### config.mk
export PLATFORM = sky130hd
export DESIGN_NAME = word_unpacker
export DESIGN_NICKNAME = d
export VERILOG_FILES = /design/src/cmd_pkg.sv /design/src/mem_pkg.sv /design/src/word_unpacker.sv
export SDC_FILE = /design/constraint.sdc
export NUM_CORES = 1
export LEC_CHECK = 0
export ABC_CLOCK_PERIOD_IN_PS = 5800
export BUFFER_PORTS_ARGS = -buffer_cell sky130_fd_sc_hd__buf_2
export CAP_MARGIN = 30
export CORE_ASPECT_RATIO = 0.6
export CORE_UTILIZATION = 31
export DETAILED_ROUTE_END_ITERATION = 8
export GPL_ROUTABILITY_DRIVEN = 0
export SLEW_MARGIN = 20
export SYNTH_ARGS = -nofsm -noshare
export SYNTH_HDL_FRONTEND = slang
export SYNTH_SLANG_ARGS = --single-unit
### constraint.sdc
create_clock -name clock -period 5.8 [get_ports clock]
set_input_delay 0.58 -clock clock [delete_from_list [all_inputs] [get_ports clock]]
set_output_delay 0.58 -clock clock [all_outputs]
set_load 0.05 [all_outputs]
### src/cmd_pkg.sv
`default_nettype none

package cmd_pkg;

  // Frame opcodes, first byte of every command
  typedef enum logic [7:0] {
    CMD_WRITE = 8'h01,
    CMD_READ  = 8'h02
  } cmd_op_e;

  localparam logic [7:0] REPLY_ACK = 8'hA5;  // Write frame done
  localparam logic [7:0] REPLY_BAD = 8'hEE;  // Unknown opcode or broken header

  // Decoded command header
  typedef struct packed {
    cmd_op_e    op;
    logic [8:0] addr;   // Word address, byte address bits 10:2
    logic [7:0] count;  // Words left, 0 stands for 256
  } cmd_hdr_t;

  // One beat of a byte stream
  typedef struct packed {
    logic [7:0] data;
    logic       last;
  } stream_byte_t;

endpackage

`default_nettype wire

### src/mem_pkg.sv
`default_nettype none

package mem_pkg;

  localparam int SRAM_BYTES = 2048;
  localparam int WORD_BYTES = 4;
  localparam int MEM_WORDS  = SRAM_BYTES / WORD_BYTES;
  localparam int ADDR_W     = $clog2(MEM_WORDS);
  localparam int DATA_W     = 8 * WORD_BYTES;

  // Single-port request, at most one enable high per cycle
  typedef struct packed {
    logic              wr_en;
    logic              rd_en;
    logic [ADDR_W-1:0] addr;
    logic [DATA_W-1:0] wdata;
  } mem_req_t;

  // Read response, one cycle after rd_en
  typedef struct packed {
    logic              rvalid;
    logic [DATA_W-1:0] rdata;
  } mem_rsp_t;

endpackage

`default_nettype wire

### src/word_unpacker.sv
`timescale 1ns/1ps
`default_nettype none

module word_unpacker (
  input  wire                        clock,
  input  wire                        arst_n_i,
  input  wire mem_pkg::mem_rsp_t     rsp_i,
  input  wire                        issue_i,
  input  wire                        last_word_i,
  input  wire cmd_pkg::stream_byte_t reply_i,
  input  wire                        reply_stb_i,
  output logic                       space_o,
  output logic                       reply_done_o,
  output logic                       m_tvalid_o,
  input  wire                        m_tready_i,
  output logic [7:0]                 m_tdata_o,
  output logic                       m_tlast_o
);

  typedef struct packed {
    logic                       last;  // Final word of the read
    logic [mem_pkg::DATA_W-1:0] word;
  } slot_t;

  slot_t                 fifo_q [2];
  slot_t                 head;
  logic                  wr_ptr_q, rd_ptr_q;
  logic [1:0]            fill_q;       // Words held
  logic [1:0]            occ_q;        // Words held plus reads in flight
  logic [1:0]            lane_q;
  logic                  tag_q;        // Last flag of the read in flight
  cmd_pkg::stream_byte_t code_q;
  logic                  code_vld_q;
  logic                  fire, pop, push;

  assign head  = fifo_q[rd_ptr_q];
  assign push  = rsp_i.rvalid;
  assign fire  = m_tvalid_o && m_tready_i;
  assign pop   = fire && !code_vld_q && (lane_q == 2'd3);

  assign space_o = (occ_q < 2'd2);

  // Reply code takes priority, it only shows up with the buffer empty
  always_comb begin
    m_tvalid_o = code_vld_q || (fill_q != 2'd0);
    if (code_vld_q) begin
      m_tdata_o = code_q.data;
      m_tlast_o = code_q.last;
    end else begin
      m_tdata_o = head.word[lane_q*8 +: 8];  // Low byte first
      m_tlast_o = head.last && (lane_q == 2'd3);
    end
  end

  assign reply_done_o = fire && m_tlast_o;

  always_ff @(posedge clock or negedge arst_n_i) begin
    if (!arst_n_i) begin
      wr_ptr_q   <= 1'b0;
      rd_ptr_q   <= 1'b0;
      fill_q     <= 2'd0;
      occ_q      <= 2'd0;
      lane_q     <= 2'd0;
      tag_q      <= 1'b0;
      code_vld_q <= 1'b0;
    end else begin
      if (issue_i) tag_q <= last_word_i;
      if (push) wr_ptr_q <= ~wr_ptr_q;
      if (pop)  rd_ptr_q <= ~rd_ptr_q;

      if (push && !pop) fill_q <= fill_q + 2'd1;
      else if (pop && !push) fill_q <= fill_q - 2'd1;

      // A slot is reserved at issue and freed after its fourth byte
      if (issue_i && !pop) occ_q <= occ_q + 2'd1;
      else if (pop && !issue_i) occ_q <= occ_q - 2'd1;

      if (fire && !code_vld_q) lane_q <= lane_q + 2'd1;

      if (reply_stb_i) code_vld_q <= 1'b1;
      else if (fire && code_vld_q) code_vld_q <= 1'b0;
    end
  end

  // Payload registers
  always_ff @(posedge clock) begin
    if (push) begin
      fifo_q[wr_ptr_q].word <= rsp_i.rdata;
      fifo_q[wr_ptr_q].last <= tag_q;
    end
    if (reply_stb_i) code_q <= reply_i;
  end

endmodule

`default_nettype wire

==> impl_metrics.csv <==
group,metric,value,unit
sta,timing.hold.ws,0.0964,ns
placement,io_buffers,59,
global_routing,grt-ovfl-total,0,
clocking,root_buffer,"clkbuf_16",
logic_synthesis,synthFlopType,"edfxtp_1",
layout,nets,307,
worst_setup_path,rr_endpoint,"fill_q[1]$_DFFE_PN0P_",
layout,final_util,0.392,
worst_setup_path,cp-end-kind,"primary output",
pwr,ir_drop,0.000220,V
global_routing,grt_util_met1,0.186,
worst_setup_path,crit_required,5.22,ns
logic_synthesis,synth_warnings,0,
drt,via_per_inst,4.64,
layout,final_common_cell,"edfxtp_1",
logic_synthesis,post_synth_num_cell_types,28,
global_routing,grt_max_degree,34,
worst_setup_path,worstPathArrival,2.41,ns
clocking,clk_latency,0.34,ns
logic_synthesis,syn_nets,242,
drt,wl_per_cell,16.9,µm
global_routing,antenna_found_initial,0,
sta,setup_viol,0,
drt,drc,0,
drt,postRouteAntennaNets,0,
worst_hold_path,worst_hold_path_type,"primary input to asynchronous set/reset pin",
sta,relSlewSlack,0.385,
drt,drtIter0Drc,139,
clocking,cts.sink_count,85,
drt,drtPass1Iterations,4,
floorplanning,ioPinCount,60,
pwr,p_int,1410,µW
pwr,power.net_switching,635,µW
worst_setup_path,cp-start-kind,"register",
worst_setup_path,critical_path_class,"register to primary output",
drt,drt_wl_total,6.78,mm
floorplanning,dieArea,11500,µm²
clocking,cts_resized,0,
placement,hpwl,4.72,mm
clocking,numCtsBuffers,9,
logic_synthesis,synth-seq-cells,85,
sta,rsz0062_at_grt,"no",
global_routing,gr-max-usage-layer,"met1",
global_routing,grt_pass1_vias,1939,
global_routing,grt.total_usage,0.131,
sta,hold_viol,0,
logic_synthesis,async_flop_share,0.118,
pwr,p_leak,0.00159,µW
worst_setup_path,rr_worst_depth,4,
sta,min_period,2.99,ns
worst_setup_path,r2r-start,"code_vld_q$_DFFE_PN0P_",
clocking,cts_hold_buf,0,
pwr,p_clk_frac,0.292,
logic_synthesis,syn_area,3420,µm²
global_routing,grt_pass1_wl,10.5,mm
flow_run,drv_cap,0,
floorplanning,chipWidth,138,µm
global_routing,use_met2,0.180,
sta,period_share,0.516,
clocking,post-cts-setup-buffer-count,0,
drt,vias,1855,
layout,area.growth.synth_to_final,22.1,%
sta,max_freq,334,MHz
floorplanning,die-height,83.4,µm
clocking,cts_buffer_depth,2,
logic_synthesis,ys_seq_area_frac,0.731,
logic_synthesis,synthCells,191,
floorplanning,start_util,0.321,
run_status,status,"completed",
clocking,cts_tree,"done",
sta,skew,0.00542,ns
worst_setup_path,path_max_fanout,24,
pwr,powerDensity,490,nW/µm²
layout,final_cells,400,
worst_setup_path,r2r_slack,3.68,ns
sta,worst_slew_pin_slew,0.922,ns
floorplanning,num_rows,29,
pwr,power_frac_seq,0.428,
placement,dp_cells,384,
layout,antenna_cells,0,
floorplanning,design.core.area,10700,µm²
logic_synthesis,syn_area_per_cell,17.9,µm²
sta,final.setup.tns,0,ns
layout,final_cell_mix,"edfxtp_1, buf_2, mux2_2",
global_routing,met3_usage,0.0458,
layout,drive_above_1_share,0.406,
pwr,pwr-share-comb,0.280,
logic_synthesis,synth_edf_count,75,
sta,slew_viol_final,0,
clocking,htreeDepth,3,
pwr,swShare,0.310,
clocking,clkSlewWorstSetupHoldPaths,0.06,ns
==> stage by stage <==
stage | worst slack (ns) | total power [µW] | area (µm²)
floorplan | 2.74 | 1340 | 3420
global placement | 3.18 | 1440 | 3840
detailed placement | 3.10 | 1470 | 3870
CTS | 2.72 | 2080 | 4180
global route | 2.63 | 2150 | 4180
finish | 2.81 | 2050 | 4180
==> cell families after synthesis <==
| group | share of synthesized area |
|---|---|
| AO/OA/AOI/OAI | 0.0680 |
| XOR/XNOR | 0.0230 |
| adder cells (fa/ha/maj) | 0.0110 |
| buffers and inverters | 0.0248 |
| flip-flops | 0.731 |
| multiplexers | 0.109 |
| AND/OR/NAND/NOR | 0.0336 |
==> registers in the layout (all words and copies together), names as in the netlist <==
name	count
fifo_q	66
code_q	9
lane_q	2
tag_q	1
wr_ptr_q	1
rd_ptr_q	1
code_vld_q	1
occ_q	2
fill_q	2
==> layer usage <==
layer  routed length (µm)  share of wire
met4                   87          0.013
met1                 3300           0.49
met3                  487          0.072
met5                    0              0
met2                 2900           0.43
==> power groups by stage <==
stage	Clock, µW	Combinational [µW]	Sequential (µW)
3_3_place_gp	0	557	888
4_1_cts	616	583	880
2_1_floorplan	0	481	860
3_5_place_dp	0	581	891
5_1_grt	638	623	893
6_report	598	573	876
==> worst max-delay path by stage <==
stage	from	end	slack, ns	cells past startpoint
after floorplan	rd_ptr_q$_DFFE_PN0P_	reply_done_o	2.74	5
after global placement	rd_ptr_q$_DFFE_PN0P_	m_tdata_o[6]	3.18	5
after detailed placement	rd_ptr_q$_DFFE_PN0P_	m_tdata_o[6]	3.10	5
after CTS	rd_ptr_q$_DFFE_PN0P_	m_tdata_o[6]	2.72	5
after global routing	rd_ptr_q$_DFFE_PN0P_	m_tdata_o[6]	2.63	5
final	rd_ptr_q$_DFFE_PN0P_	m_tdata_o[6]	2.81	5
==> cell usage after synthesis (2+ instances only) <==
master     n  area, µm²
nand2_1   10       37.5
mux2_2    18        203
nand2b_1   2       12.5
xor2_1     5       43.8
o22ai_1    8       50.1
mux2i_1   17        170
buf_1      2       7.51
nor2_1     4       15.0
buf_2      2       10.0
a22o_1     8       70.1
xnor2_1    4       35.0
ha_1       3       37.5
dfrtp_1   10        250
inv_1      2       7.51
nor2b_1    2       12.5
o31ai_2    8        100
edfxtp_1  75       2250
==> critical path, cell delays in order, from the launching register on <==
cell,delay [ns]
dfrtp_1,0.66
buf_4,0.44
mux2i_1,0.14
a22o_1,0.26
o31ai_2,0.25
buf_2,0.31
==> final cells by class <==
cell class,count,area [µm²]
Inverter,2,7.51
Tap cell,139,174
Timing Repair Buffer,62,338
Fill cell,1007,6490
Sequential cell,85,2500
Clock buffer,9,225
Multi-Input combinational cell,96,845
Clock inverter,7,90.1
Note: power is estimated with default switching activity, not from simulation.
