--- src/cmd_pkg.sv ---
`default_nettype none

package cmd_pkg;

  // Frame opcodes, first byte of every command
  typedef enum logic [7:0] {
    CMD_WRITE = 8'h01,
    CMD_READ  = 8'h02
  } cmd_op_e;

  localparam logic [7:0] REPLY_ACK = 8'hA5;  // Write frame done
  localparam logic [7:0] REPLY_BAD = 8'hEE;  // Unknown opcode or broken header

  // Decoded command header
  typedef struct packed {
    cmd_op_e    op;
    logic [8:0] addr;   // Word address, byte address bits 10:2
    logic [7:0] count;  // Words left, 0 stands for 256
  } cmd_hdr_t;

  // One beat of a byte stream
  typedef struct packed {
    logic [7:0] data;
    logic       last;
  } stream_byte_t;

endpackage

`default_nettype wire

--- src/mem_pkg.sv ---
`default_nettype none

package mem_pkg;

  localparam int SRAM_BYTES = 2048;
  localparam int WORD_BYTES = 4;
  localparam int MEM_WORDS  = SRAM_BYTES / WORD_BYTES;
  localparam int ADDR_W     = $clog2(MEM_WORDS);
  localparam int DATA_W     = 8 * WORD_BYTES;

  // Single-port request, at most one enable high per cycle
  typedef struct packed {
    logic              wr_en;
    logic              rd_en;
    logic [ADDR_W-1:0] addr;
    logic [DATA_W-1:0] wdata;
  } mem_req_t;

  // Read response, one cycle after rd_en
  typedef struct packed {
    logic              rvalid;
    logic [DATA_W-1:0] rdata;
  } mem_rsp_t;

endpackage

`default_nettype wire

--- src/cmd_parser.sv ---
`timescale 1ns/1ps
`default_nettype none

module cmd_parser (
  input  wire                        clock,
  input  wire                        arst_n_i,
  input  wire                        s_tvalid_i,
  output logic                       s_tready_o,
  input  wire  [7:0]                 s_tdata_i,
  input  wire                        s_tlast_i,
  output cmd_pkg::stream_byte_t      beat_o,
  output logic                       beat_stb_o,
  input  wire                        word_valid_i,
  input  wire  [mem_pkg::DATA_W-1:0] word_i,
  output mem_pkg::mem_req_t          mem_req_o,
  output logic                       issue_o,
  output logic                       last_word_o,
  input  wire                        space_i,
  output cmd_pkg::stream_byte_t      reply_o,
  output logic                       reply_stb_o,
  input  wire                        reply_done_i
);

  typedef enum logic [3:0] {
    ST_OPCODE,
    ST_ADDR_LO,
    ST_ADDR_HI,
    ST_COUNT,
    ST_WR_DATA,
    ST_RD_ISSUE,
    ST_DRAIN,
    ST_REPLY,
    ST_WAIT_DONE
  } state_e;

  state_e            state_q, state_d;
  cmd_pkg::cmd_hdr_t hdr_q;
  logic              rdy_q;
  logic              bad_q;       // Reply with REPLY_BAD instead of REPLY_ACK
  logic              xfer, op_known, early_last, advance;

  assign s_tready_o = rdy_q;
  assign xfer       = s_tvalid_i & rdy_q;
  assign op_known   = (s_tdata_i == cmd_pkg::CMD_WRITE) || (s_tdata_i == cmd_pkg::CMD_READ);

  // Frame ended inside the header, only legal on the count byte of a read
  assign early_last = xfer && s_tlast_i &&
                      (state_q == ST_ADDR_LO || state_q == ST_ADDR_HI ||
                       (state_q == ST_COUNT && hdr_q.op != cmd_pkg::CMD_READ));

  assign issue_o     = (state_q == ST_RD_ISSUE) && space_i;
  assign last_word_o = (hdr_q.count == 8'd1);
  assign advance     = word_valid_i | issue_o;  // One word written or read

  always_comb begin
    state_d = state_q;
    case (state_q)
      ST_OPCODE: begin
        if (xfer) begin
          if (s_tlast_i) state_d = ST_REPLY;
          else if (op_known) state_d = ST_ADDR_LO;
          else state_d = ST_DRAIN;
        end
      end
      ST_ADDR_LO:   if (xfer) state_d = early_last ? ST_REPLY : ST_ADDR_HI;
      ST_ADDR_HI:   if (xfer) state_d = early_last ? ST_REPLY : ST_COUNT;
      ST_COUNT: begin
        if (early_last) state_d = ST_REPLY;
        else if (xfer) state_d = (hdr_q.op == cmd_pkg::CMD_READ) ? ST_RD_ISSUE : ST_WR_DATA;
      end
      ST_WR_DATA:   if (xfer && s_tlast_i) state_d = ST_REPLY;  // Final word lands next cycle
      ST_RD_ISSUE:  if (issue_o && last_word_o) state_d = ST_WAIT_DONE;
      ST_DRAIN:     if (xfer && s_tlast_i) state_d = ST_REPLY;
      ST_REPLY:     state_d = ST_WAIT_DONE;
      ST_WAIT_DONE: if (reply_done_i) state_d = ST_OPCODE;
      default:      state_d = ST_OPCODE;
    endcase
  end

  always_ff @(posedge clock or negedge arst_n_i) begin
    if (!arst_n_i) begin
      state_q <= ST_OPCODE;
      rdy_q   <= 1'b0;
      bad_q   <= 1'b0;
      hdr_q   <= '0;
    end else begin
      state_q <= state_d;
      // Registered so ready stays low through reset
      rdy_q   <= (state_d == ST_OPCODE) || (state_d == ST_ADDR_LO) ||
                 (state_d == ST_ADDR_HI) || (state_d == ST_COUNT) ||
                 (state_d == ST_WR_DATA) || (state_d == ST_DRAIN);

      if (xfer && state_q == ST_OPCODE) begin
        hdr_q.op <= cmd_pkg::cmd_op_e'(s_tdata_i);
        bad_q    <= !op_known || s_tlast_i;
      end else if (early_last) begin
        bad_q <= 1'b1;
      end

      if (xfer && state_q == ST_ADDR_LO) hdr_q.addr[5:0] <= s_tdata_i[7:2];
      if (xfer && state_q == ST_ADDR_HI) hdr_q.addr[8:6] <= s_tdata_i[2:0];
      if (xfer && state_q == ST_COUNT)   hdr_q.count     <= s_tdata_i;

      if (advance) begin
        hdr_q.addr  <= hdr_q.addr + 9'd1;   // Wraps after 511
        hdr_q.count <= hdr_q.count - 8'd1;
      end
    end
  end

  // Data bytes go on to the packer
  always_comb begin
    beat_o.data = s_tdata_i;
    beat_o.last = s_tlast_i;
    beat_stb_o  = xfer && (state_q == ST_WR_DATA);
  end

  always_comb begin
    mem_req_o.wr_en = word_valid_i;
    mem_req_o.rd_en = issue_o;
    mem_req_o.addr  = hdr_q.addr;
    mem_req_o.wdata = word_i;
  end

  always_comb begin
    reply_o.data = bad_q ? cmd_pkg::REPLY_BAD : cmd_pkg::REPLY_ACK;
    reply_o.last = 1'b1;  // Reply codes are single-byte frames
    reply_stb_o  = (state_q == ST_REPLY);
  end

endmodule

`default_nettype wire

--- config.mk ---
export PLATFORM = sky130hd
export DESIGN_NAME = cmd_parser
export DESIGN_NICKNAME = d
export VERILOG_FILES = /design/src/cmd_pkg.sv /design/src/mem_pkg.sv /design/src/cmd_parser.sv
export SDC_FILE = /design/constraint.sdc
export NUM_CORES = 1
export LEC_CHECK = 0
export BUFFER_PORTS_ARGS = -buffer_cell sky130_fd_sc_hd__buf_2
export CORE_ASPECT_RATIO = 0.8
export CORE_MARGIN = 1.5
export CORE_UTILIZATION = 48
export CTS_BUF_LIST = sky130_fd_sc_hd__clkbuf_8
export DETAILED_ROUTE_END_ITERATION = 16
export GPL_TIMING_DRIVEN = 0
export PLACE_DENSITY = 0.8
export SYNTH_ARGS = -nofsm -noshare
export SYNTH_HDL_FRONTEND = slang
export SYNTH_SLANG_ARGS = --single-unit
export TNS_END_PERCENT = 1
--- constraint.sdc ---
create_clock -name clock -period 2.1 [get_ports clock]
set_clock_uncertainty 0.05 [all_clocks]
set_input_delay 0.42 -clock clock [delete_from_list [all_inputs] [get_ports clock]]
set_output_delay 0.42 -clock clock [all_outputs]
set_load 0.05 [all_outputs]
==> Flow_metrics.wiki <==
{| class="wikitable"
! Metric !! Value
|-
| CP Cell Sequence || and4bb_4, and2_1, buf_4, buf_4
|-
| Global-route wire length before repair || between 9000 and 10000 um
|-
| Type of the worst setup path || reg2out
|-
| Number of antenna cells inserted || 0
|-
| Worst IR drop on VDD || between 600 and 700 uV
|-
| Final Wtd Congestion || roughly 0.91
|-
| Fraction of registers with async set or reset after synthesis || 100%
|-
| CP max stage cell || dfrtp_2
|-
| Final slew viol count || 0
|-
| Number of levels in the clock H-tree || 2
|-
| Total vias in the final route || between 2000 and 2500
|-
| Reported leakage power || roughly 1.5 nW
|-
| Number of placement rows || 22
|-
| Total placed instance area || ~0.0028 mm^2
|-
| Relative slew slack || between 50% and 60%
|-
| Post-DR wirelength/cell || ~14 um
|-
| Unrepaired setup endpoints after global routing || no
|-
| Share of synthesized area spent on multiplexers || about 1.3%
|-
| Post-synthesis instance area || between 0.002 and 0.0025 mm^2
|-
| Compound-cell area share of the yosys netlist || approximately 17%
|-
| Number of global-route vias before repair || 1957
|-
| Final setup violation count || 0
|-
| Result of the run || completed
|-
| Number of iterations in the first detailed-routing pass || 4
|-
| Aggregate negative setup slack || 0 ns
|-
| Antenna violations before repair || 0
|-
| Critical R2R Launch || state_q[0]$_DFF_PN0_
|-
| Synth top area cells || dfrtp_1 34%, buf_4 20%, nand2_1 7.3%
|-
| Cell at the root of the clock tree || clkbuf_8
|-
| Kind of capture point of the worst setup path || output pin
|-
| Final Worst Setup Slack || approximately 0.072 ns
|-
| Clk pin slew, worst setup/hold paths || ~0.070 ns
|-
| Buffers added on ports || 75
|-
| Top flip-flop cell by instance count after synthesis || dfrtp_1
|-
| Top cells by count, synth || 61 x buf_4, 45 x nand2_1, 31 x dfrtp_1, 26 x nor2_1, 11 x nand3_1
|-
| Post-route antenna net violation count || 0
|-
| Share of the synthesized area in the top cell type || 33.7%
|-
| Cell with the most instances after synthesis || buf_4
|-
| Pin count of the biggest net entering global routing || 32
|-
| Insertion delay to the later sink of the worst-skew pair || ~0.29 ns
|-
| Cell accounting for the most synthesized area || dfrtp_1
|-
| Number of warning messages in the yosys log || 0
|-
| Area overhead of the layout relative to synthesis || 26.6%
|-
| Adder-cell share of the synthesized area || 1.63%
|-
| Worst hold slack || between 0.1 and 0.15 ns
|-
| Crit-path max FO || 6
|-
| Arrival time at the worst endpoint || ~1.6 ns
|-
| Final cell area excluding filler cells || a little under 0.003 mm^2
|-
| Max Freq || between 400 and 500 MHz
|-
| Data required time at the worst endpoint || 1.63 ns
|-
| Count of clock tree sinks || 31
|-
| Reg2reg end || hdr_q[2]$_DFFE_PN0P_
|-
| Initial standard-cell utilization of the core || 50.1%
|-
| Share of the yosys chip area belonging to registers || roughly 34%
|-
| Clock tree from TritonCTS || built
|-
| Share of the synthesized netlist area taken by xor and xnor gates || 0.380%
|-
| Worst-case clock buffer depth || 2
|-
| Final HPWL DP || ~4300 um
|-
| Overall Global Routing Usage || a little under a quarter
|-
| Post-detailed-route via-to-cell ratio || between 5 and 6
|-
| Number of buffers added by the clock tree synthesis step || 5
|-
| Violation count after the first detailed-routing iteration || ~180
|-
| Count of state elements after synthesis || 31
|-
| Total core area || about 0.0046 mm^2
|-
| Die Width || 80.5 um
|-
| Total power density per cell area || 1370 mW/mm^2
|-
| Sum of overflow across all layers after global routing || 0
|-
| Post-route fraction of the period consumed by the critical path || between 90 and 100%
|-
| Place WS || around 0.22 ns
|-
| Category of the worst setup path launch point || register
|-
| Path category of the worst min-delay check || in2async
|-
| Dominant combinational cell family by area after synthesis || simple AND/OR/NAND/NOR gates
|-
| Hold bufs inserted after CTS || 0
|-
| Min Clock Period, post-route || 2.03 ns
|-
| Hold violation total from the final report || 0
|-
| Number of top-level design ports || approximately 110
|-
| Detailed Route WL || approximately 5800 um
|-
| Fin nets || about 410
|-
| EDFF count, synth || 0
|-
| Vertical extent of the die || 65.0 um
|-
| DR DRC count || 0
|-
| Critical Path Most Common Cell || buf_4
|-
| Number of distinct standard cells referenced by the synthesized netlist || 54
|-
| Reg2Reg Setup Slack || 0.20 ns
|-
| Number of violations of the max-capacitance limit || 0
|-
| Max incr delay on CP || around 0.44 ns
|-
| Average cell area after synthesis || between 8 and 9 um^2
|-
| Worst R2R Path Depth || 7
|-
| Tightest Pin Transition || approximately 0.71 ns
|-
| Layout cells sized above 1 || between 40 and 50%
|-
| Die outline area || about 0.0052 mm^2
|-
| Number of cells produced by synthesis || approximately 280
|-
| Synthesized-area fraction occupied by and/or/nand/nor cells || a little under a quarter
|}
==> cell usage in the layout (no fill, tap or decap), drive strengths merged, types with 4 or more instances in the layout <==
cell type | Yosys | final
a21oi | 10 | 10
a31oi | 4 | 4
buf | 65 | 143
clkbuf | 0 | 6
conb | 2 | 5
dfrtp | 31 | 31
inv | 8 | 8
nand2 | 46 | 46
nand3 | 11 | 11
nor2 | 27 | 27
nor3 | 10 | 10
o21ai | 11 | 11
==> cells by family (layout without fill, tap and decap cells) <==
group,count (synthesis),after routing
flip-flops,31,31
multiplexers,3,3
XOR/XNOR,1,1
other,2,5
AND/OR/NAND/NOR,111,111
adder cells (fa/ha/maj),3,3
buffers and inverters,73,159
AO/OA/AOI/OAI,52,52
==> where the power goes <==
group / internal [mW] / switching (mW) / leakage (nW)
clock: 0.384 / 0.236 / 0.0612
sequential: 0.862 / 0.274 / 0.360
combinational: 0.798 / 1.43 / 1.10
total: 2.04 / 1.94 / 1.52
==> state kept, by name, indices dropped and copies added, names as in the netlist <==
register    cells
mem_req_o       9
s_tready_o      1
state_q         4
bad_q           1
hdr_q          16
==> cell type report <==
type / count / area (um^2)
Clock buffer: 6 / 82.6
Buffer: 65 / 490
Sequential cell: 31 / 778
Timing Repair Buffer: 78 / 400
Inverter: 8 / 30.0
Fill cell: 409 / 1680
Tap cell: 60 / 75.1
Multi-Input combinational cell: 175 / 1020
Clock inverter: 2 / 35.0
==> worst max-delay path by stage <==
stage                         startpoint             to  slack [ns]  depth (start not counted)
finish              state_q[3]$_DFF_PN0_  mem_req_o[41]        0.07                          4
global route        state_q[0]$_DFF_PN0_  mem_req_o[41]       0.003                          5
CTS                 state_q[3]$_DFF_PN0_  mem_req_o[41]        0.04                          4
detailed placement  state_q[1]$_DFF_PN0_  mem_req_o[41]        0.22                          4
global placement    state_q[1]$_DFF_PN0_  mem_req_o[41]        0.23                          4
floorplan           state_q[1]$_DFF_PN0_  mem_req_o[41]        0.05                          3
==> layer usage <==
layer	track usage (%)	share of wire, %
met1	32.1	43
met4	9.48	1.9
met5	0	0
met3	6.76	11
met2	33.1	44
==> metrics by stage <==
stage	cells	utilization [%]	total power, mW
2_1_floorplan	279	-	2.85
3_3_place_gp	414	60.3	3.25
3_5_place_dp	414	60.3	3.31
4_1_cts	423	63.0	3.96
5_1_grt	425	63.4	4.24
6_report	425	63.4	3.98
==> critical path: cells and delay by family (launching register included) <==
family        cells  cell delay [ns]
simple gates      2             0.53
flops             1             0.44
buf+inv           2             0.30
==> what timing repair did <==
| item | 4_1_cts | 5_1_grt |
|---|---|---|
| pin swaps | 1 | 0 |
| gates cloned | 0 | 0 |
| endpoints found under the setup margin | 2 | 2 |
| resized for setup | 1 | 2 |
| endpoints found under the hold margin | 0 | 0 |
| setup buffers | 1 | 2 |
Power figures use the tool's default switching activity.
