==> src/cmd_pkg.sv <==
`default_nettype none

package cmd_pkg;

  // Frame opcodes, first byte of every command
  typedef enum logic [7:0] {
    CMD_WRITE = 8'h01,
    CMD_READ  = 8'h02
  } cmd_op_e;

  localparam logic [7:0] REPLY_ACK = 8'hA5;  // Write frame done
  localparam logic [7:0] REPLY_BAD = 8'hEE;  // Unknown opcode or broken header

  // Decoded command header
  typedef struct packed {
    cmd_op_e    op;
    logic [8:0] addr;   // Word address, byte address bits 10:2
    logic [7:0] count;  // Words left, 0 stands for 256
  } cmd_hdr_t;

  // One beat of a byte stream
  typedef struct packed {
    logic [7:0] data;
    logic       last;
  } stream_byte_t;

endpackage

`default_nettype wire

==> src/mem_pkg.sv <==
`default_nettype none

package mem_pkg;

  localparam int SRAM_BYTES = 2048;
  localparam int WORD_BYTES = 4;
  localparam int MEM_WORDS  = SRAM_BYTES / WORD_BYTES;
  localparam int ADDR_W     = $clog2(MEM_WORDS);
  localparam int DATA_W     = 8 * WORD_BYTES;

  // Single-port request, at most one enable high per cycle
  typedef struct packed {
    logic              wr_en;
    logic              rd_en;
    logic [ADDR_W-1:0] addr;
    logic [DATA_W-1:0] wdata;
  } mem_req_t;

  // Read response, one cycle after rd_en
  typedef struct packed {
    logic              rvalid;
    logic [DATA_W-1:0] rdata;
  } mem_rsp_t;

endpackage

`default_nettype wire

==> src/byte_packer.sv <==
`timescale 1ns/1ps
`default_nettype none

module byte_packer (
  input  wire                        clock,
  input  wire                        arst_n_i,
  input  wire cmd_pkg::stream_byte_t beat_i,
  input  wire                        beat_stb_i,
  output logic                       word_valid_o,
  output logic [mem_pkg::DATA_W-1:0] word_o
);

  logic [1:0]                 lane_q;
  logic                       valid_q;
  logic [mem_pkg::DATA_W-1:0] word_q;

  // Lane counter and word strobe
  always_ff @(posedge clock or negedge arst_n_i) begin
    if (!arst_n_i) begin
      lane_q  <= 2'd0;
      valid_q <= 1'b0;
    end else begin
      valid_q <= beat_stb_i && (lane_q == 2'd3);
      if (beat_stb_i) begin
        // A short frame restarts at lane 0
        lane_q <= beat_i.last ? 2'd0 : lane_q + 2'd1;
      end
    end
  end

  // New bytes enter at the top, so the first byte ends up in bits 7:0
  always_ff @(posedge clock) begin
    if (beat_stb_i) begin
      word_q <= {beat_i.data, word_q[mem_pkg::DATA_W-1:8]};
    end
  end

  assign word_valid_o = valid_q;
  assign word_o       = word_q;

endmodule

`default_nettype wire

==> config.mk <==
export PLATFORM = sky130hd
export DESIGN_NAME = byte_packer
export DESIGN_NICKNAME = d
export VERILOG_FILES = /design/src/cmd_pkg.sv /design/src/mem_pkg.sv /design/src/byte_packer.sv
export SDC_FILE = /design/constraint.sdc
export NUM_CORES = 1
export LEC_CHECK = 0
export CORE_UTILIZATION = 52
export DETAILED_ROUTE_END_ITERATION = 6
export DONT_BUFFER_PORTS = 1
export PLACE_DENSITY = 0.69
export SLEW_MARGIN = 20
export SYNTH_ARGS = -nofsm -noshare
export SYNTH_HDL_FRONTEND = slang
export SYNTH_SLANG_ARGS = --single-unit
export TNS_END_PERCENT = 5
==> constraint.sdc <==
create_clock -name clock -period 1 [get_ports clock]
set_clock_uncertainty 0.15 [all_clocks]
set_input_delay 0.15 -clock clock [delete_from_list [all_inputs] [get_ports clock]]
set_output_delay 0.15 -clock clock [all_outputs]
set_load 0.05 [all_outputs]
==> flow_metrics.tcl, run 1 <==
set metrics [dict create \
    status "stopped before the end" \
    syn_inst 42 \
    initial_core_util 0.555 \
    dp_hpwl_um 2130 \
    yosys_warnings 0 \
    rows 16 \
    ys_seq_area_frac 0.952 \
    synth_top_area_share 0.883 \
    synth_area_leaders "edfxtp_1 (88%), dfrtp_1 (6.9%), mux2_4 (1.4%), ha_1 (1.1%), and2_2 (0.69%)" \
    die_x_um 47.8 \
    syn_avg_cell_area_um2 25.9 \
    place_congestion 0.748 \
    synth_top_area_cell "edfxtp_1" \
    synth_nets 55 \
    netlist_area_mm2 0.00109 \
    port_buffers 0 \
    yosysUniqueCellTypes 9 \
    ys_ff_latch 35 \
    failing_step "detailed placement" \
    io_pins 45 \
    error_line "[ERROR DPL-0033] detailed placement checks failed during check placement." \
    die_h_um 47.8 \
]
[synth_stat cells]
cell and count:
dfrtp_1 3, edfxtp_1 32, o22ai_1 1, inv_1 1
mux2_4 1, ha_1 1, nor2_1 1, nand2_1 1
and2_2 1
[through the flow]
step | cells | hold slack [ns] | area, um2 | setup WS (ns)
global placement | 103 | -0.296 | 1790 | -0.0382
floorplan | 42 | -0.296 | 1090 | -0.0786
[cell families after synthesis]
logic type | after synthesis | synth area share
simple gates | 3 | 0.0138
fa+ha+maj | 1 | 0.0115
compound gates | 1 | 0.00575
buf+inv | 1 | 0.00344
mux | 1 | 0.0138
flops | 35 | 0.952
==> run 2, diff against run 1 <==
--- a/config.mk
+++ b/config.mk
@@ -5,10 +5,11 @@
 export SDC_FILE = /design/constraint.sdc
 export NUM_CORES = 1
 export LEC_CHECK = 0
-export CORE_UTILIZATION = 52
+export CORE_AREA = 2 2 63 65
 export DETAILED_ROUTE_END_ITERATION = 6
+export DIE_AREA = 0 0 65 67
 export DONT_BUFFER_PORTS = 1
-export PLACE_DENSITY = 0.69
+export PLACE_DENSITY_LB_ADDON = 0.15
 export SLEW_MARGIN = 20
 export SYNTH_ARGS = -nofsm -noshare
 export SYNTH_HDL_FRONTEND = slang
==> constraint.sdc (replaced) <==
create_clock -name clock -period 1.3 [get_ports clock]
set_clock_uncertainty 0.15 [all_clocks]
set_input_delay 0.195 -clock clock [delete_from_list [all_inputs] [get_ports clock]]
set_output_delay 0.195 -clock clock [all_outputs]
set_load 0.05 [all_outputs]
==> run 2 against run 1 <==
The flow now finishes, with violations (negative hold slack). Synthesized cell count unchanged. Synthesized area unchanged.
==> flow_metrics.tcl, run 2 <==
set metrics [dict create \
    async_flop_share 0.0857 \
    ant_nets 0 \
    die_area_mm2 0.00436 \
    synth_top_area_cell "edfxtp_1" \
    io_pins 45 \
    p_comb_frac 0.127 \
    place_congestion 0.576 \
    endpoint_kind "output pin" \
    p_clk_frac 0.295 \
    htreeDepth 2 \
    grt_pass1_wl_um 2810 \
    regToRegEndpoint "lane_q[1]" \
    syn_avg_cell_area_um2 25.9 \
    synth.most_common_cell "edfxtp_1" \
    drc 0 \
    drive_above_1_share 0.381 \
    syn_inst 42 \
    post_cts_resized 0 \
    synthTopCellsByCount "edfxtp_1 (32), dfrtp_1 (3)" \
    cts-root-buf "clkbuf_8" \
    rows 22 \
    violations "negative hold slack" \
    synth_edf_count 32 \
    largest_reg_flops 32 \
    ir_worst_vdd_v 0.000551 \
    period_needed_ns 1.26 \
    p_int_mw 1.80 \
    hp-class "in2reg" \
    min_to "word_o[27]" \
    synth_area_leaders "edfxtp_1 (88%), dfrtp_1 (6.9%), mux2_4 (1.4%), ha_1 (1.1%), and2_2 (0.69%)" \
    yosysUniqueCellTypes 9 \
    critical_path_peak_fanout 1 \
    whs_ns -0.117 \
    netlist_area_mm2 0.00109 \
    drt_iter0_markers 23 \
    setup_viol 0 \
    worstPathArrival_ns 0.91 \
    hold_path_startpoint "beat_stb_i" \
    first_pass_iters 2 \
    dr_total_vias 518 \
    critPathLaunchType "register" \
    r2r_cells 3 \
    final_cell_mix "edfxtp_1 (32), buf_4 (24), dlygate4sd3_1 (10), clkbuf_8 (5), dfrtp_1 (3)" \
    powerDensity_mw_per_mm2 1630 \
    grt_pass1_vias 571 \
    port_buffers 0 \
    p_switching_mw 0.658 \
    cts_made_buffers 5 \
    syn_to_final_growth_pct 38.7 \
    drv_slew 0 \
    dp_slack_ns 0.191 \
    wl_um 1790 \
    synth_top_area_share 0.883 \
    busiest_layer "met2" \
    swShare 0.268 \
    grt_overflow 0 \
    grtUsageMet3 0.0422 \
    antenna_cells 0 \
    cts_setup_buffers 0 \
    nNetsFinal 96 \
    seqPwrFrac 0.578 \
    via_per_inst 3.92 \
    grt_max_degree 37 \
    ys_ff_latch 35 \
    die_h_um 67 \
    wl_per_cell_um 13.6 \
    setup_slack_ns 0.0413 \
    core_area_mm2 0.00361 \
    p_leak_nw 0.580 \
    clk_pin_slew_ns 0.07 \
    worstPathRequired_ns 0.95 \
    clkSinkCount 35 \
    grt_util_met2 0.178 \
    finalHoldViolCount 35 \
    clockBufferDepth 2 \
    track_usage 0.0930 \
    post-route-period-util 0.968 \
    insertion_delay_ns 0.27 \
    tns_ns 0 \
    status "finished, violations left" \
    rrSetupSlack_ns 0.20 \
    yosys_warnings 0 \
    use_met1 0.0733 \
    die_x_um 65 \
    rsz0062_at_grt "false" \
    cts_tree "yes" \
    antenna_found_initial 0 \
    synth_nets 55 \
    ys_seq_area_frac 0.952 \
    slew_headroom 0.687 \
    worstSetupPathType "reg2out" \
    final_common_cell "edfxtp_1" \
    cts_hold_buf 10 \
    worstReg2RegStart "lane_q[0]" \
    max_freq_mhz 794 \
    holdPathStages 0 \
    synthFlopType "edfxtp_1" \
    initial_core_util 0.302 \
    worst_pin_slew_ns 0.470 \
    max_cap_violations 0 \
]
==> run 2: cell counts after synthesis <==
Identical to the previous run, type by type.
==> run 2: logic make-up after synthesis <==
family          synth area share
buf+inv                  0.00344
fa+ha+maj                 0.0115
simple gates              0.0138
compound gates           0.00575
flops                      0.952
mux                       0.0138
==> run 2: how the worst max path moves through the flow <==
stage	start	endpoint	slack, ns	cells after the start
2_1_floorplan	word_o[8]	word_o[0]	0.22	0
3_3_place_gp	lane_q[0]	lane_q[1]	0.24	3
3_5_place_dp	lane_q[0]	lane_q[1]	0.19	3
4_1_cts	word_o[0]	word_o[0]	0.02	0
5_1_grt	word_o[4]	word_o[4]	0.009	0
6_report	word_o[0]	word_o[0]	0.04	0
==> run 2: area by class of cell <==
cell class	instances	area [um2]
clock buffers	7	76.3
clock inverters	1	5.00
fillers	335	2100
inverters	1	3.75
multi-input cells	6	48.8
flip-flops and latches	35	1040
well taps	48	60.1
repair buffers	34	280
==> run 2: metrics by stage <==
step           power [mW]  cells  utilization  hold slack (ns)  area [um2]
6_report             2.46    132        0.419           -0.117        1510
5_1_grt              2.56    132        0.419           -0.139        1510
4_1_cts              2.49    132        0.419           -0.133        1510
3_5_place_dp         1.74    114        0.368           -0.250        1330
3_3_place_gp         1.73    114        0.368           -0.251        1330
2_1_floorplan        1.64     42            -           -0.251        1090
==> run 2: power by group through the flow <==
stage / Sequential [mW] / Clock, mW / Combinational (mW)
finish: 1.42 / 0.725 / 0.313
global placement: 1.44 / 0 / 0.292
floorplan: 1.62 / 0 / 0.0228
detailed placement: 1.45 / 0 / 0.293
CTS: 1.42 / 0.754 / 0.318
global route: 1.43 / 0.806 / 0.326
==> run 2: per-layer routing <==
metal  up-vias  part of all wire
li1        242                 -
met1       247              0.33
met2        25              0.58
met3         4             0.064
met4         0             0.026
met5         -                 0
(Power assumes the default switching activity.)
==> run 3, diff against run 2 <==
==> constraint.sdc (replaced) <==
create_clock -name clock -period 1 [get_ports clock]
set_clock_uncertainty 0.15 [all_clocks]
set_input_delay 0.15 -clock clock [delete_from_list [all_inputs] [get_ports clock]]
set_output_delay 0.15 -clock clock [all_outputs]
set_load 0.05 [all_outputs]
==> run 3 against run 2 <==
The run ends with negative hold slack, negative setup slack left. Sequential cell count is the same. Sequential share of layout area fell by 17 points. Core utilization grew 14 points. Clock-buffer cell count did not move. Die area did not move. Critical path depth grew 1. Critical endpoint is now word_o[15]. Combinational power is 140% higher. Sequential power increased by 28%. First-iteration DRC count decreased by 35%.
==> flow_metrics.tcl, run 3 (synthesis results as in run 2) <==
set metrics [dict create \
    worst_path_largest_cell_delay_ns 0.45 \
    post_cts_resized 0 \
    antenna_found_initial 0 \
    whs_ns -0.171 \
    first_pass_iters 4 \
    die_x_um 65 \
    worstPathRequired_ns 0.70 \
    io_pins 45 \
    antenna_cells 0 \
    largest_reg_flops 32 \
    min_to "word_o[31]" \
    worst_pin_slew_ns 0.161 \
    critical_path_peak_fanout 2 \
    max_cap_violations 0 \
    wl_per_cell_um 15.6 \
    max_freq_mhz 825 \
    initial_core_util 0.302 \
    place_congestion 0.602 \
    p_total_mw 3.52 \
    grt_pass1_vias 646 \
    post-route-period-util 1.21 \
    critPathLaunchType "register" \
    endpoint_kind "output pin" \
    core_area_mm2 0.00361 \
    nNetsFinal 108 \
    r2r_cells 3 \
    p_leak_nw 0.788 \
    crit_family "flip-flops" \
    violations "negative hold slack, negative setup slack" \
    die_h_um 67 \
    clkSinkCount 35 \
    worstPathArrival_ns 0.91 \
    critPathBufInv 1 \
    place_area_mm2 0.00182 \
    setup_viol 36 \
    period_needed_ns 1.21 \
    drc 0 \
    drive_above_1_share 0.448 \
    hp-class "in2reg" \
    dp_slack_ns -0.0723 \
    port_buffers 0 \
    grt_overflow 0 \
    rrSetupSlack_ns -0.06 \
    finalHoldViolCount 35 \
    hold_path_startpoint "beat_stb_i" \
    holdPathStages 0 \
    rows 22 \
    via_per_inst 4.01 \
    grt_max_degree 37 \
    final_common_cell "buf_12" \
    worstSetupPathType "reg2out" \
    clk_pin_slew_ns 0.07 \
    track_usage 0.115 \
    clockBufferDepth 2 \
    rsz0062_at_grt "true" \
    cts_hold_buf 11 \
    dr_total_vias 578 \
    cts-root-buf "clkbuf_8" \
    status "finished, violations left" \
    wl_um 2240 \
    final_cell_mix "buf_12 (33), edfxtp_1 (32), dlygate4sd3_1 (11), clkbuf_8 (5), dfrtp_1 (3)" \
    path_cells "buf_12" \
    ir_worst_vdd_v 0.000747 \
    cts_made_buffers 5 \
    ant_nets 0 \
    powerDensity_mw_per_mm2 1750 \
    slew_headroom 0.892 \
    drv_slew 0 \
    htreeDepth 2 \
    slowest_stage "edfxtp_1" \
    regToRegEndpoint "lane_q[1]" \
    die_area_mm2 0.00436 \
    fillers 264 \
    worstReg2RegStart "lane_q[0]" \
    final_area_mm2 0.00202 \
    dp_hpwl_um 1620 \
    insertion_delay_ns 0.28 \
    syn_to_final_growth_pct 85.2 \
    grt_pass1_wl_um 3400 \
    drt_iter0_markers 15 \
    setup_slack_ns -0.212 \
    cts_tree "yes" \
]
-- run 3: cell count changes in the layout (fill, tap and decap cells not counted) --
cell           previous run  this run
dlygate4sd3_1            10        11
buf_12                    0        33
buf_4                    24         2
-- run 3: layout make-up --
class	instances	area (um2)	area share
clock buffers	7	76.3	0.0379
clock inverters	1	5.00	0.00248
inverters	1	3.75	0.00186
multi-input cells	6	48.8	0.0242
flip-flops and latches	35	1040	0.514
well taps	48	60.1	0.0298
repair buffers	46	786	0.390
-- run 3: metal layers --
metal  track usage  wire length [um]
met2         0.226              1370
met5             0                 0
met4        0.0718                63
met1        0.0949               657
met3        0.0439               153
-- run 3: per-stage QoR --
| step | setup TNS [ns] | std cells | utilization |
|---|---|---|---|
| after detailed placement | -0.120 | 124 | 0.504 |
| after global routing | -7.25 | 144 | 0.559 |
| final | -6.11 | 144 | 0.559 |
| after global placement | -0.0621 | 124 | 0.504 |
| after floorplan | -1.93 | 42 | - |
| after CTS | -6.55 | 143 | 0.557 |
-- run 3: worst max path at each step --
stage               startpoint    endpoint  slack [ns]  depth (start not counted)
finish              word_o[15]  word_o[15]       -0.21                          1
global route        word_o[15]  word_o[15]       -0.24                          1
CTS                 word_o[31]  word_o[31]       -0.23                          1
detailed placement   lane_q[0]   lane_q[1]       -0.07                          3
global placement     lane_q[0]   lane_q[1]       -0.04                          3
floorplan            word_o[8]   word_o[0]       -0.08                          0
-- run 3: what timing repair did --
| action | CTS | global route |
|---|---|---|
| pin swaps | 0 | 1 |
| setup buffers | 0 | 1 |
| endpoints found under the setup margin | 36 | 36 |
| endpoints found under the hold margin | 46 | 35 |
-- run 3: power breakdown --
group,leakage [nW],switching (mW),internal [mW]
clock network,0.0422,0.466,0.488
registers,0.353,0.0959,1.72
logic,0.393,0.371,0.373
total,0.788,0.933,2.59
==> run 4, diff against run 3 <==
--- a/config.mk
+++ b/config.mk
@@ -10,6 +10,7 @@
 export DIE_AREA = 0 0 65 67
 export DONT_BUFFER_PORTS = 1
 export PLACE_DENSITY_LB_ADDON = 0.15
+export SKIP_LAST_GASP = 1
 export SLEW_MARGIN = 20
 export SYNTH_ARGS = -nofsm -noshare
 export SYNTH_HDL_FRONTEND = slang
==> run 4 against run 3 <==
The run still ends with negative hold slack, negative setup slack left. Core utilization did not move. Power about the same. Sequential power barely moved. Largest power group unchanged. Highest routed layer unchanged.
==> flow_metrics.tcl, run 4 (synthesis results as in run 2) <==
set metrics [dict create \
    htreeDepth 2 \
    grt_max_degree 37 \
    antenna_cells 0 \
    critPathLaunchType "register" \
    cts_hold_buf 11 \
    wl_per_cell_um 15.5 \
    rsz0062_at_grt "true" \
    syn_to_final_growth_pct 85.2 \
    slew_headroom 0.892 \
    critical_path_peak_fanout 2 \
    p_total_mw 3.52 \
    worstPathRequired_ns 0.70 \
    port_buffers 0 \
    clk_pin_slew_ns 0.07 \
    status "finished, violations left" \
    clockBufferDepth 2 \
    dp.cells 124 \
    period_needed_ns 1.21 \
    worst_path_largest_cell_delay_ns 0.45 \
    initial_core_util 0.302 \
    setup_viol 36 \
    violations "negative hold slack, negative setup slack" \
    largest_reg_flops 32 \
    finalHoldViolCount 35 \
    via_per_inst 4.01 \
    fillers 264 \
    drive_above_1_share 0.448 \
    critPathBufInv 1 \
    dr_total_vias 578 \
    ir_worst_vdd_v 0.000747 \
    cts-root-buf "clkbuf_8" \
    setup_slack_ns -0.212 \
    powerDensity_mw_per_mm2 1750 \
    post-route-period-util 1.21 \
    die_area_mm2 0.00436 \
    drt_iter0_markers 16 \
    dp_hpwl_um 1620 \
    die_h_um 67 \
    antenna_found_initial 0 \
    grt_pass1_wl_um 3400 \
    core_area_mm2 0.00361 \
    wl_um 2240 \
    nNetsFinal 108 \
    final_common_cell "buf_12" \
    clkSinkCount 35 \
    path_cells "buf_12" \
    whs_ns -0.171 \
    drv_slew 0 \
    place_congestion 0.602 \
    io_pins 45 \
    first_pass_iters 4 \
    drc 0 \
    cts_tree "yes" \
    worst_pin_slew_ns 0.161 \
    track_usage 0.115 \
    rows 22 \
    endpoint_kind "output pin" \
    ant_nets 0 \
    p_leak_nw 0.788 \
    crit_family "flip-flops" \
    max_cap_violations 0 \
    insertion_delay_ns 0.28 \
    die_x_um 65 \
    worstPathArrival_ns 0.91 \
    final_cell_mix "buf_12 (33), edfxtp_1 (32), dlygate4sd3_1 (11), clkbuf_8 (5), dfrtp_1 (3)" \
    grt_pass1_vias 646 \
    stdcell_count 144 \
    hp-class "in2reg" \
    grt_overflow 0 \
    max_freq_mhz 825 \
    slowest_stage "edfxtp_1" \
    worstSetupPathType "reg2out" \
    cts_made_buffers 5 \
]
## run 4: cell counts in the layout (fill, tap and decap cells not counted)
Identical to the previous run, type by type.
## run 4: final timing paths
kind / end / startpoint / slack (ns) / cells past startpoint
setup / recovery: word_o[15] / word_o[15] / -0.21 / 1
hold / removal: word_o[31] / beat_stb_i / -0.17 / 0
setup reg to reg: lane_q[1] / lane_q[0] / -0.07 / 3
hold reg to reg: word_o[20] / word_o[28] / 0.36 / 0
max in group asynchronous: word_valid_o / arst_n_i / 0.04 / 2
min in group asynchronous: lane_q[1] / arst_n_i / 0.51 / 2
## run 4: routing by layer
layer | vias up | part of all wire | GRT usage
met5 | - | 0 | 0
met4 | 0 | 0.028 | 0.0718
met3 | 6 | 0.068 | 0.0439
li1 | 266 | - | -
met1 | 280 | 0.29 | 0.0949
met2 | 26 | 0.61 | 0.226
## run 4: timing repair
action                                  in CTS  in global routing
gates resized for setup                      0                  0
hold endpoints to repair                    46                 35
endpoints found under the setup margin      36                 36
buffers inserted                             0                  1
## run 4: metrics by stage
| stage | setup slack [ns] | instance area [um2] | hold slack, ns | util | setup TNS, ns |
|---|---|---|---|---|---|
| final | -0.212 | 2020 | -0.171 | 0.559 | -6.12 |
| after global routing | -0.238 | 2020 | -0.188 | 0.559 | -7.27 |
| after CTS | -0.225 | 2010 | -0.178 | 0.557 | -6.55 |
| after detailed placement | -0.0723 | 1820 | -0.295 | 0.504 | -0.120 |
| after global placement | -0.0419 | 1820 | -0.296 | 0.504 | -0.0621 |
| after floorplan | -0.0786 | 1090 | -0.296 | - | -1.93 |
## run 4: report_power, final
group	internal (mW)	switching, mW	leakage, nW
clock network	0.488	0.466	0.0422
logic	0.373	0.371	0.393
registers	1.72	0.0959	0.353
total	2.59	0.932	0.788
## run 4: area by class of cell
class | count | area (um2) | area share
multi-input cells | 6 | 48.8 | 0.0242
well taps | 48 | 60.1 | 0.0298
inverters | 1 | 3.75 | 0.00186
clock inverters | 1 | 5.00 | 0.00248
clock buffers | 7 | 76.3 | 0.0379
flip-flops and latches | 35 | 1040 | 0.514
repair buffers | 46 | 786 | 0.390
